==> src/cache_pkg.sv <==
`default_nettype none

package cache_pkg;

	localparam int ADDR_WIDTH = 32;
	localparam int DATA_WIDTH = 32;
	localparam int STRB_WIDTH = DATA_WIDTH / 8;
	localparam int LINE_WORDS = 4;
	localparam int SET_ASSOC  = 2;
	localparam int SET_COUNT  = 16;

	// byte offset inside a word, then inside a line
	localparam int WORD_OFFSET_WIDTH = $clog2(STRB_WIDTH);
	localparam int LINE_OFFSET_WIDTH = WORD_OFFSET_WIDTH + $clog2(LINE_WORDS);
	localparam int INDEX_WIDTH       = $clog2(SET_COUNT);
	localparam int TAG_WIDTH         = ADDR_WIDTH - INDEX_WIDTH - LINE_OFFSET_WIDTH;
	localparam int WAY_WIDTH         = $clog2(SET_ASSOC);

	typedef logic [DATA_WIDTH-1:0] word_t;
	typedef logic [ADDR_WIDTH-1:0] addr_t;
	typedef word_t [LINE_WORDS-1:0] line_t;

	typedef enum logic [1:0] {
		IC_IDLE,
		IC_REFILL_ADDR,
		IC_REFILL_DATA,
		IC_FINISH
	} icache_state_t;

	typedef enum logic [2:0] {
		DP_IDLE,
		DP_READ_ADDR,
		DP_READ_DATA,
		DP_WRITE,
		DP_WRITE_RESP
	} dport_state_t;

	typedef enum logic [1:0] {
		OWNER_NONE,
		OWNER_ICACHE,
		OWNER_DPORT
	} arb_owner_t;

endpackage

`default_nettype wire

==> src/data_port.sv <==
`timescale 1ns/100ps
`default_nettype none

module data_port (
	input  logic                             clk,
	input  logic                             rst,
	input  logic                             data_req,
	input  logic                             data_we,
	input  cache_pkg::addr_t                 data_addr,
	input  cache_pkg::word_t                 data_wdata,
	input  logic [cache_pkg::STRB_WIDTH-1:0] data_wstrb,
	output logic                             data_busy,
	output logic                             data_done,
	output cache_pkg::word_t                 data_rdata,
	output logic                             arvalid,
	output cache_pkg::addr_t                 araddr,
	output logic                             rready,
	output logic                             awvalid,
	output cache_pkg::addr_t                 awaddr,
	output logic                             wvalid,
	output cache_pkg::word_t                 wdata,
	output logic [cache_pkg::STRB_WIDTH-1:0] wstrb,
	output logic                             bready,
	input  logic                             arready,
	input  logic                             rvalid,
	input  cache_pkg::word_t                 rdata,
	input  logic                             awready,
	input  logic                             wready,
	input  logic                             bvalid
);

	import cache_pkg::*;

	dport_state_t           state;
	addr_t                  req_addr;
	word_t                  req_wdata;
	logic [STRB_WIDTH-1:0]  req_wstrb;
	logic                   aw_pending, w_pending;
	logic                   accept, write_sent;

	assign data_busy  = (state != DP_IDLE);
	assign accept     = data_req & ~data_busy;
	// both halves of the write taken now or earlier
	assign write_sent = (~aw_pending | awready) & (~w_pending | wready);

	assign arvalid = (state == DP_READ_ADDR);
	assign rready  = (state == DP_READ_DATA);
	assign awvalid = (state == DP_WRITE) & aw_pending;
	assign wvalid  = (state == DP_WRITE) & w_pending;
	assign bready  = (state == DP_WRITE_RESP);
	assign araddr  = req_addr;
	assign awaddr  = req_addr;
	assign wdata   = req_wdata;
	assign wstrb   = req_wstrb;

	always_ff @(posedge clk) begin
		if (accept) begin
			req_addr  <= data_addr;
			req_wdata <= data_wdata;
			req_wstrb <= data_wstrb;
		end
		if (rvalid && rready) begin
			data_rdata <= rdata;
		end
	end

	always_ff @(posedge clk) begin
		if (rst) begin
			state      <= DP_IDLE;
			data_done  <= 1'b0;
			aw_pending <= 1'b0;
			w_pending  <= 1'b0;
		end else begin
			data_done <= 1'b0;
			case (state)
				DP_IDLE: begin
					if (accept && data_we) begin
						state      <= DP_WRITE;
						aw_pending <= 1'b1;
						w_pending  <= 1'b1;
					end else if (accept) begin
						state <= DP_READ_ADDR;
					end
				end
				DP_READ_ADDR: begin
					if (arready) begin
						state <= DP_READ_DATA;
					end
				end
				DP_READ_DATA: begin
					if (rvalid) begin
						state     <= DP_IDLE;
						data_done <= 1'b1;
					end
				end
				DP_WRITE: begin
					if (awready) begin
						aw_pending <= 1'b0;
					end
					if (wready) begin
						w_pending <= 1'b0;
					end
					if (write_sent) begin
						state <= DP_WRITE_RESP;
					end
				end
				DP_WRITE_RESP: begin
					if (bvalid) begin
						state     <= DP_IDLE;
						data_done <= 1'b1;
					end
				end
				default: state <= DP_IDLE;
			endcase
		end
	end

	a_aw_held: assert property (@(posedge clk) disable iff (rst)
		awvalid && !awready |=> awvalid && $stable(awaddr));

	a_w_held: assert property (@(posedge clk) disable iff (rst)
		wvalid && !wready |=> wvalid && $stable(wdata) && $stable(wstrb));

endmodule

`default_nettype wire

==> config.mk <==
export PLATFORM = sky130hd
export DESIGN_NAME = data_port
export DESIGN_NICKNAME = d
export VERILOG_FILES = /design/src/cache_pkg.sv /design/src/data_port.sv
export SDC_FILE = /design/constraint.sdc
export NUM_CORES = 1
export LEC_CHECK = 0
export BUFFER_PORTS_ARGS = -buffer_cell sky130_fd_sc_hd__buf_2
export CAP_MARGIN = 20
export CORE_ASPECT_RATIO = 2
export CORE_UTILIZATION = 40
export DETAILED_ROUTE_END_ITERATION = 6
export PLACE_DENSITY_LB_ADDON = 0.2
export SYNTH_ARGS = -nofsm -noshare
export SYNTH_HDL_FRONTEND = slang
export SYNTH_SLANG_ARGS = --single-unit
==> constraint.sdc <==
create_clock -name clk -period 3.3 [get_ports clk]
set_input_delay 0.66 -clock clk [delete_from_list [all_inputs] [get_ports clk]]
set_output_delay 0.66 -clock clk [all_outputs]
set_load 0.005 [all_outputs]
==> flow_summary.yaml <==
timing:
  period_share: 0.6722
  fmax_ghz: 0.4508
  finalCriticalPeriod_ns: 2.218
  relSlewSlack: 0.5311
  fin_skew_ns: 0.005400
  rsz0062_at_grt: "false"
  fin_tns_setup_ns: 0
  final_hold_viol_count: 0
  worstMarginPinSlew_ns: 0.7033
  setup_viol: 0
  slew_violations: 0
clocking:
  cts_hold_buf: 0
  cts_resized: 0
  cts_tree: "built"
  cts_buffers: 9
  clock_sinks: 106
  htree_levels: 3
  cts_root_buf: "clkbuf_16"
  cts_setup_buffers: 0
  clk_latency_ns: 0.34
  clk_pin_slew_ns: 0.07
  cts_buffer_depth: 2
drt:
  detail_route.wl_per_cell_um: 16.28
  antenna_left: 0
  dr.pass1.iters: 4
  avgViaCountPerCell: 4.596
  drc_errors: 0
  drt_wl_total_um: 8305
  drt_iter0_drc: 138
  vias: 2344
critical_path:
  crit_path_start: "state[2]"
  cp_max_fo: 30
  path_class: "reg -> reg"
  startpoint_type: "register"
  rrSetupSlack_ns: 1.08
  end_kind: "register"
  rr_startpoint: "state[2]"
  crit_required_ns: 3.32
  arrival_ns: 2.24
grt:
  grt_pass1_wl_um: 11690
  top_usage_layer: "met2"
  grt_usage: 0.1708
  grt_max_degree: 33
  antenna_found_initial: 0
  first_global_vias: 2252
  met3_usage: 0.05965
  met1_usage: 0.1464
  grt_util_met2: 0.3360
  overflow: 0
floorplanning:
  core-area_mm2: 0.008708
  dieArea_mm2: 0.009505
  ios: 248
  start_util: 0.4178
  rows: 48
  die_y_um: 136.9
  fp.dieW_um: 69.44
placement:
  gp_congestion: 0.8421
  hpwl_um: 6558
  portBuffers: 247
cells_and_area:
  most-common-layout-cells: "buf_2 (247), edfxtp_1 (100), clkbuf_16 (9)"
  final_common_cell: "buf_2"
  syn_to_final_growth_pct: 38.17
  seq_area_mm2: 0.003123
  multi_input_area_um2: 239.0
  drive_gt1_frac: 0.6512
  n_antenna_cell: 0
  num-nets-final: 514
  fillers: 703
status:
  status: "complete, no violations"
power:
  power_leakage_uw: 0.002202
  irDropWorstVdd_v: 0.0004682
  p_per_area_mw_per_mm2: 723.5
  total_power_uw: 3637
synth:
  syn-instance-count: 178
  yosysWarningCount: 0
  ys_ff_latch: 106
  synth_nets: 287
  ys_seq_area_frac: 0.8583
  ys_types: 25
  syn_avg_cell_area_um2: 20.44
  syn_area_mm2: 0.003638
worst_hold_path:
  hp-class: "in -> reg"
  hold_start: "rdata[16]"
flow_run:
  maxCapViolCount: 0
critical path, cell delays in order (launching register included):
cell and delay (ns):
dfxtp_1 0.40, nor3_1 0.42, and2_2 0.68, buf_4 0.40
path summary, 6_finish.rpt:
| kind | end | cells past startpoint |
|---|---|---|
| worst min-delay path | data_rdata[16] | 1 |
| worst max register to register | araddr[23] | 3 |
| worst max-delay path | araddr[23] | 3 |
| worst min register to register | aw_pending | 2 |
power by group:
group / switching (uW) / internal [uW]
Clock: 428 / 503
Sequential: 116 / 1830
Combinational: 416 / 344
logic make-up after synthesis:
| logic type | Yosys count | share of synthesized area |
|---|---|---|
| DFF | 106 | 0.8583 |
| and+or+nand+nor | 19 | 0.03679 |
| AOI/OAI and AO/OA | 11 | 0.02029 |
| muxes | 3 | 0.008253 |
| buffers and inverters | 39 | 0.07634 |
through the flow:
stage	utilization	instance area, um^2	worst slack (ns)	hold slack [ns]	cells
finish	0.5773	5027	1.082	0.4942	510
global route	0.5773	5027	0.9238	0.4721	510
CTS	0.5773	5027	1.076	0.4770	510
detailed placement	0.5471	4765	1.079	0.5248	494
global placement	0.5471	4765	1.182	0.5077	494
floorplan	-	3638	0.5002	0.4556	178
sequential cells by signal (all words and copies together) (netlist names):
register    cells
araddr         32
aw_pending      1
data_done       1
data_rdata     32
state           3
w_pending       1
wdata          32
wstrb           4
synthesized netlist by cell type:
cell type	instances	area share
a21oi_1	4	0.0055
nand3_1	1	0.0014
o21ai_0	2	0.0028
nor4b_2	1	0.0041
a31oi_1	1	0.0017
a21oi_2	1	0.0024
nor3b_1	1	0.0021
nor3b_4	1	0.0052
and3b_1	1	0.0024
inv_1	5	0.0052
mux2i_1	3	0.0083
or4_1	1	0.0021
buf_6	1	0.0031
dfxtp_1	6	0.033
nand2_1	3	0.0031
nand3b_1	1	0.0021
o211ai_2	1	0.0034
and2_1	4	0.0069
buf_4	33	0.068
nor2_1	1	0.0010
nand2b_1	3	0.0052
a311oi_1	1	0.0024
edfxtp_1	100	0.83
a22oi_1	1	0.0021
nor3_1	1	0.0014
layout make-up:
class,count,share of cell area
Clock inverter,6,0.006720
Timing Repair Buffer,250,0.2504
Tap cell,100,0.02489
Inverter,5,0.003733
Multi-Input combinational cell,33,0.04754
Clock buffer,10,0.04555
Sequential cell,106,0.6212
routing by layer:
metal	part of all wire	vias to the layer above
met5	0	-
met4	0.023	0
met3	0.089	15
met2	0.60	153
li1	-	1087
met1	0.28	1089
Power figures use the tool's default switching activity.
