**src/cache_pkg.sv**
```systemverilog
`default_nettype none

package cache_pkg;

	localparam int ADDR_WIDTH = 32;
	localparam int DATA_WIDTH = 32;
	localparam int STRB_WIDTH = DATA_WIDTH / 8;
	localparam int LINE_WORDS = 4;
	localparam int SET_ASSOC  = 2;
	localparam int SET_COUNT  = 16;

	// byte offset inside a word, then inside a line
	localparam int WORD_OFFSET_WIDTH = $clog2(STRB_WIDTH);
	localparam int LINE_OFFSET_WIDTH = WORD_OFFSET_WIDTH + $clog2(LINE_WORDS);
	localparam int INDEX_WIDTH       = $clog2(SET_COUNT);
	localparam int TAG_WIDTH         = ADDR_WIDTH - INDEX_WIDTH - LINE_OFFSET_WIDTH;
	localparam int WAY_WIDTH         = $clog2(SET_ASSOC);

	typedef logic [DATA_WIDTH-1:0] word_t;
	typedef logic [ADDR_WIDTH-1:0] addr_t;
	typedef word_t [LINE_WORDS-1:0] line_t;

	typedef enum logic [1:0] {
		IC_IDLE,
		IC_REFILL_ADDR,
		IC_REFILL_DATA,
		IC_FINISH
	} icache_state_t;

	typedef enum logic [2:0] {
		DP_IDLE,
		DP_READ_ADDR,
		DP_READ_DATA,
		DP_WRITE,
		DP_WRITE_RESP
	} dport_state_t;

	typedef enum logic [1:0] {
		OWNER_NONE,
		OWNER_ICACHE,
		OWNER_DPORT
	} arb_owner_t;

endpackage

`default_nettype wire

```
**src/axi_lite_arbiter.sv**
```systemverilog
`timescale 1ns/100ps
`default_nettype none

module axi_lite_arbiter (
	input  logic                             clk,
	input  logic                             rst,
	// icache reads only
	input  logic                             ic_arvalid,
	input  cache_pkg::addr_t                 ic_araddr,
	output logic                             ic_arready,
	output logic                             ic_rvalid,
	output cache_pkg::word_t                 ic_rdata,
	input  logic                             ic_rready,
	// data port
	input  logic                             dp_arvalid,
	input  cache_pkg::addr_t                 dp_araddr,
	output logic                             dp_arready,
	output logic                             dp_rvalid,
	output cache_pkg::word_t                 dp_rdata,
	input  logic                             dp_rready,
	input  logic                             dp_awvalid,
	input  cache_pkg::addr_t                 dp_awaddr,
	output logic                             dp_awready,
	input  logic                             dp_wvalid,
	input  cache_pkg::word_t                 dp_wdata,
	input  logic [cache_pkg::STRB_WIDTH-1:0] dp_wstrb,
	output logic                             dp_wready,
	output logic                             dp_bvalid,
	input  logic                             dp_bready,
	// shared master port
	output logic                             m_arvalid,
	output cache_pkg::addr_t                 m_araddr,
	input  logic                             m_arready,
	input  logic                             m_rvalid,
	input  cache_pkg::word_t                 m_rdata,
	output logic                             m_rready,
	output logic                             m_awvalid,
	output cache_pkg::addr_t                 m_awaddr,
	input  logic                             m_awready,
	output logic                             m_wvalid,
	output cache_pkg::word_t                 m_wdata,
	output logic [cache_pkg::STRB_WIDTH-1:0] m_wstrb,
	input  logic                             m_wready,
	input  logic                             m_bvalid,
	output logic                             m_bready
);

	import cache_pkg::*;

	arb_owner_t owner;
	logic       last_dport;
	logic       ic_req, dp_req, ic_own, dp_own, done;

	assign ic_req = ic_arvalid;
	assign dp_req = dp_arvalid | dp_awvalid;
	assign ic_own = (owner == OWNER_ICACHE);
	assign dp_own = (owner == OWNER_DPORT);
	assign done   = (m_rvalid & m_rready) | (m_bvalid & m_bready);

	always_ff @(posedge clk) begin
		if (rst) begin
			owner      <= OWNER_NONE;
			last_dport <= 1'b0;
		end else begin
			case (owner)
				OWNER_NONE: begin
					// on a tie the peer not granted last goes first
					if (ic_req && (!dp_req || last_dport)) begin
						owner      <= OWNER_ICACHE;
						last_dport <= 1'b0;
					end else if (dp_req) begin
						owner      <= OWNER_DPORT;
						last_dport <= 1'b1;
					end
				end
				OWNER_ICACHE, OWNER_DPORT: begin
					if (done) begin
						owner <= OWNER_NONE;
					end
				end
				default: owner <= OWNER_NONE;
			endcase
		end
	end

	// requests from the owner only
	assign m_arvalid = (ic_own & ic_arvalid) | (dp_own & dp_arvalid);
	assign m_araddr  = ic_own ? ic_araddr : dp_araddr;
	assign m_rready  = (ic_own & ic_rready) | (dp_own & dp_rready);
	assign m_awvalid = dp_own & dp_awvalid;
	assign m_awaddr  = dp_awaddr;
	assign m_wvalid  = dp_own & dp_wvalid;
	assign m_wdata   = dp_wdata;
	assign m_wstrb   = dp_wstrb;
	assign m_bready  = dp_own & dp_bready;

	// readies and responses back to the owner
	assign ic_arready = ic_own & m_arready;
	assign ic_rvalid  = ic_own & m_rvalid;
	assign ic_rdata   = m_rdata;
	assign dp_arready = dp_own & m_arready;
	assign dp_rvalid  = dp_own & m_rvalid;
	assign dp_rdata   = m_rdata;
	assign dp_awready = dp_own & m_awready;
	assign dp_wready  = dp_own & m_wready;
	assign dp_bvalid  = dp_own & m_bvalid;

	a_ar_held: assert property (@(posedge clk) disable iff (rst)
		m_arvalid && !m_arready |=> m_arvalid && $stable(m_araddr));

endmodule

`default_nettype wire

```
**config.mk**
```make
export PLATFORM = sky130hd
export DESIGN_NAME = axi_lite_arbiter
export DESIGN_NICKNAME = d
export VERILOG_FILES = /design/src/cache_pkg.sv /design/src/axi_lite_arbiter.sv
export SDC_FILE = /design/constraint.sdc
export NUM_CORES = 1
export LEC_CHECK = 0
export ABC_AREA = 1
export BUFFER_PORTS_ARGS = -buffer_cell sky130_fd_sc_hd__buf_2
export CORE_AREA = 10 10 130 132
export CTS_CLUSTER_DIAMETER = 30
export DETAILED_ROUTE_END_ITERATION = 10
export DIE_AREA = 0 0 140 142
export GPL_TIMING_DRIVEN = 0
export SETUP_SLACK_MARGIN = 0.02
export SLEW_MARGIN = 20
export SYNTH_ARGS = -nofsm -noshare
export SYNTH_HDL_FRONTEND = slang
export SYNTH_SLANG_ARGS = --single-unit
```
**constraint.sdc**
```tcl
create_clock -name clk -period 2.6 [get_ports clk]
set_clock_uncertainty 0.15 [all_clocks]
set_input_delay 0.39 -clock clk [delete_from_list [all_inputs] [get_ports clk]]
set_output_delay 0.39 -clock clk [all_outputs]
set_load 0.005 [all_outputs]
```
==> impl_metrics.py <==
metrics = {
    "run_status": {
        "status": "complete, no violations",
    },
    "final_layout": {
        "final_common_cell": "buf_2",
        "areaGrowthSynthToFinish_pct": 90.3,
        "drive_gt1_share_pct": 73.4,
        "nFillCells": 1630,
        "fin_cells": 736,
        "layout_common_cells": "259 x buf_2, 132 x buf_4, 115 x nand2_1, 19 x inv_1, 5 x nand2_2",
        "design_area_sq_mm": 0.00332,
        "n_antenna_cell": 0,
        "layout.nets": 734,
    },
    "clock_tree": {
        "cts-root-buf": "clkbuf_16",
        "cts_resized": 0,
        "cts_sinks": 3,
        "cts_buffers": 3,
        "clk_pin_slew_ns": 0.03,
        "hold_buffers": 0,
        "tritoncts": "built",
        "h-tree-depth": 1,
        "ctsLongestPathBuffers": 2,
        "clk_latency_ns": 0.22,
        "postCtsSetupBuffers": 0,
    },
    "drt": {
        "post_drt_wl_per_cell_um": 14.5,
        "drtPass1Iterations": 4,
        "drc": 0,
        "dr_total_vias": 2378,
        "ant_nets": 0,
        "post_drt_via_cell_ratio": 3.23,
        "wl_um": 10700,
        "drtIter0Drc": 60,
    },
    "yosys": {
        "synth_area_per_cell_sq_um": 5.92,
        "syn-num-nets": 476,
        "synth_area_sq_mm": 0.00175,
        "seq_area_frac_synth_pct": 3.44,
        "ys_ff_latch": 3,
        "yosysWarnings": 0,
        "synth_cells": 295,
        "ys_types": 16,
    },
    "pwr": {
        "p_leak_nw": 2.24,
        "vdd_drop_max_v": 0.000274,
        "p_per_area_mw_per_mm2": 372,
    },
    "global_routing": {
        "antenna_found_initial": 0,
        "overflow": 0,
        "grt_pass1_wl_um": 15200,
        "grt_pass1_vias": 2449,
        "grt_use_total_pct": 9.46,
        "grt_start_max_net_pins": 11,
    },
    "floorplanning": {
        "pin_count": 354,
        "die_area_sq_mm": 0.0199,
        "die_y_um": 142,
        "initial_utilization_pct": 12.2,
        "dieWidth_um": 140,
        "core_sq_mm": 0.0143,
        "row_count": 44,
    },
    "worst_setup_path": {
        "startpoint_type": "flip-flop",
        "crit_path_max_fanout": 10,
        "r2r_slack_ns": 1.10,
        "critPathCaptureType": "primary output",
        "crit_arrival_ns": 1.78,
        "cp.required_ns": 2.06,
        "critPathKind": "reg -> out",
    },
    "place": {
        "place_ws_ns": 0.430,
        "portBuffers": 253,
        "place_congestion": 0.756,
        "place_area_sq_mm": 0.00324,
        "dp_cells": 732,
        "dp_hpwl_um": 9970,
    },
    "worst_hold_path": {
        "hp-class": "in -> reg",
    },
    "timing": {
        "fin_setup_tns_ns": 0,
        "hold_viol": 0,
        "grt_setup_unrepaired": "no",
        "setup_slack_ns": 0.277,
        "tightest_slew_ns": 0.252,
        "final.period_utilization_pct": 89.4,
        "layout_min_cycle_time_ns": 2.32,
        "slew_headroom_pct": 83.2,
        "setup_viol": 0,
        "drv_slew": 0,
        "max_clock_freq_mhz": 430,
    },
    "run": {
        "cap_violations": 0,
    },
}
-- cell families (layout without fill, tap and decap cells) --
logic type | after synthesis | count (layout) | synth area share, %
and+or+nand+nor | 125 | 125 | 28.5
AOI/OAI and AO/OA | 5 | 5 | 2.08
buffers and inverters | 159 | 416 | 63.9
DFF | 3 | 3 | 3.44
adders and majority gates | 3 | 3 | 2.15
-- registers in the layout, indices dropped and copies added, names as in the netlist --
signal,cells
owner,2
last_dport,1
-- cell usage after synthesis --
library cell	n	area [sq um]
nand2_4	1	11.3
ha_1	3	37.5
a21oi_2	2	17.5
dfxtp_1	3	60.1
nand2_1	115	432
buf_6	2	22.5
nor2_1	2	7.51
nor3_1	1	5.00
nand2_2	5	31.3
a21oi_1	1	5.00
a22o_1	1	8.76
buf_2	6	30.0
buf_4	132	991
nand3_2	1	10.0
o21ai_0	1	5.00
inv_1	19	71.3
-- through the flow --
| step | utilization [%] | hold WS [ns] | total power [mW] |
|---|---|---|---|
| 3_5_place_dp | 22.6 | 0.332 | 1.02 |
| 4_1_cts | 23.2 | 0.208 | 1.27 |
| 6_report | 23.2 | 0.212 | 1.24 |
| 5_1_grt | 23.2 | 0.213 | 1.37 |
| 2_1_floorplan | - | 0.302 | 0.594 |
| 3_3_place_gp | 22.6 | 0.330 | 1.02 |
-- critical path, cell delays in order, from the launching register on --
cell	delay, ns
dfxtp_1	0.32
inv_1	0.08
ha_1	0.19
buf_6	0.15
inv_1	0.20
buf_2	0.29
nand2_1	0.08
nand2_1	0.11
buf_2	0.13
-- per-layer routing --
metal | up-vias | routed length, um | global-route usage, %
met3 | 2 | 1310 | 3.97
li1 | 1251 | - | -
met1 | 953 | 3890 | 10.8
met2 | 172 | 5450 | 16.4
met4 | 0 | 36 | 1.63
met5 | - | 0 | 0
-- area by class of cell --
| type | count | area [sq um] | area share (%) |
|---|---|---|---|
| repair buffers | 253 | 1270 | 38.1 |
| plain buffers | 140 | 1040 | 31.4 |
| multi-input cells | 133 | 571 | 17.2 |
| well taps | 184 | 230 | 6.93 |
| clock buffers | 4 | 78.8 | 2.37 |
| inverters | 19 | 71.3 | 2.15 |
| flip-flops and latches | 3 | 60.1 | 1.81 |
-- power by group --
group / leakage (nW) / total [mW] / internal (mW) / switching, mW
sequential: 0.0248 / 0.0732 / 0.0632 / 0.00999
clock: 0.0382 / 0.243 / 0.202 / 0.0412
combinational: 2.18 / 0.920 / 0.468 / 0.452
-- final timing paths --
check | start | to | cells past startpoint
min | rst | owner[0]$_SDFFE_PP0P_ | 2
max reg2reg | owner[0]$_SDFFE_PP0P_ | owner[0]$_SDFFE_PP0P_ | 10
min reg2reg | owner[0]$_SDFFE_PP0P_ | owner[0]$_SDFFE_PP0P_ | 2
max | owner[1]$_SDFFE_PP0P_ | m_araddr[12] | 8
No activity file was read; power rests on OpenSTA's default activity.
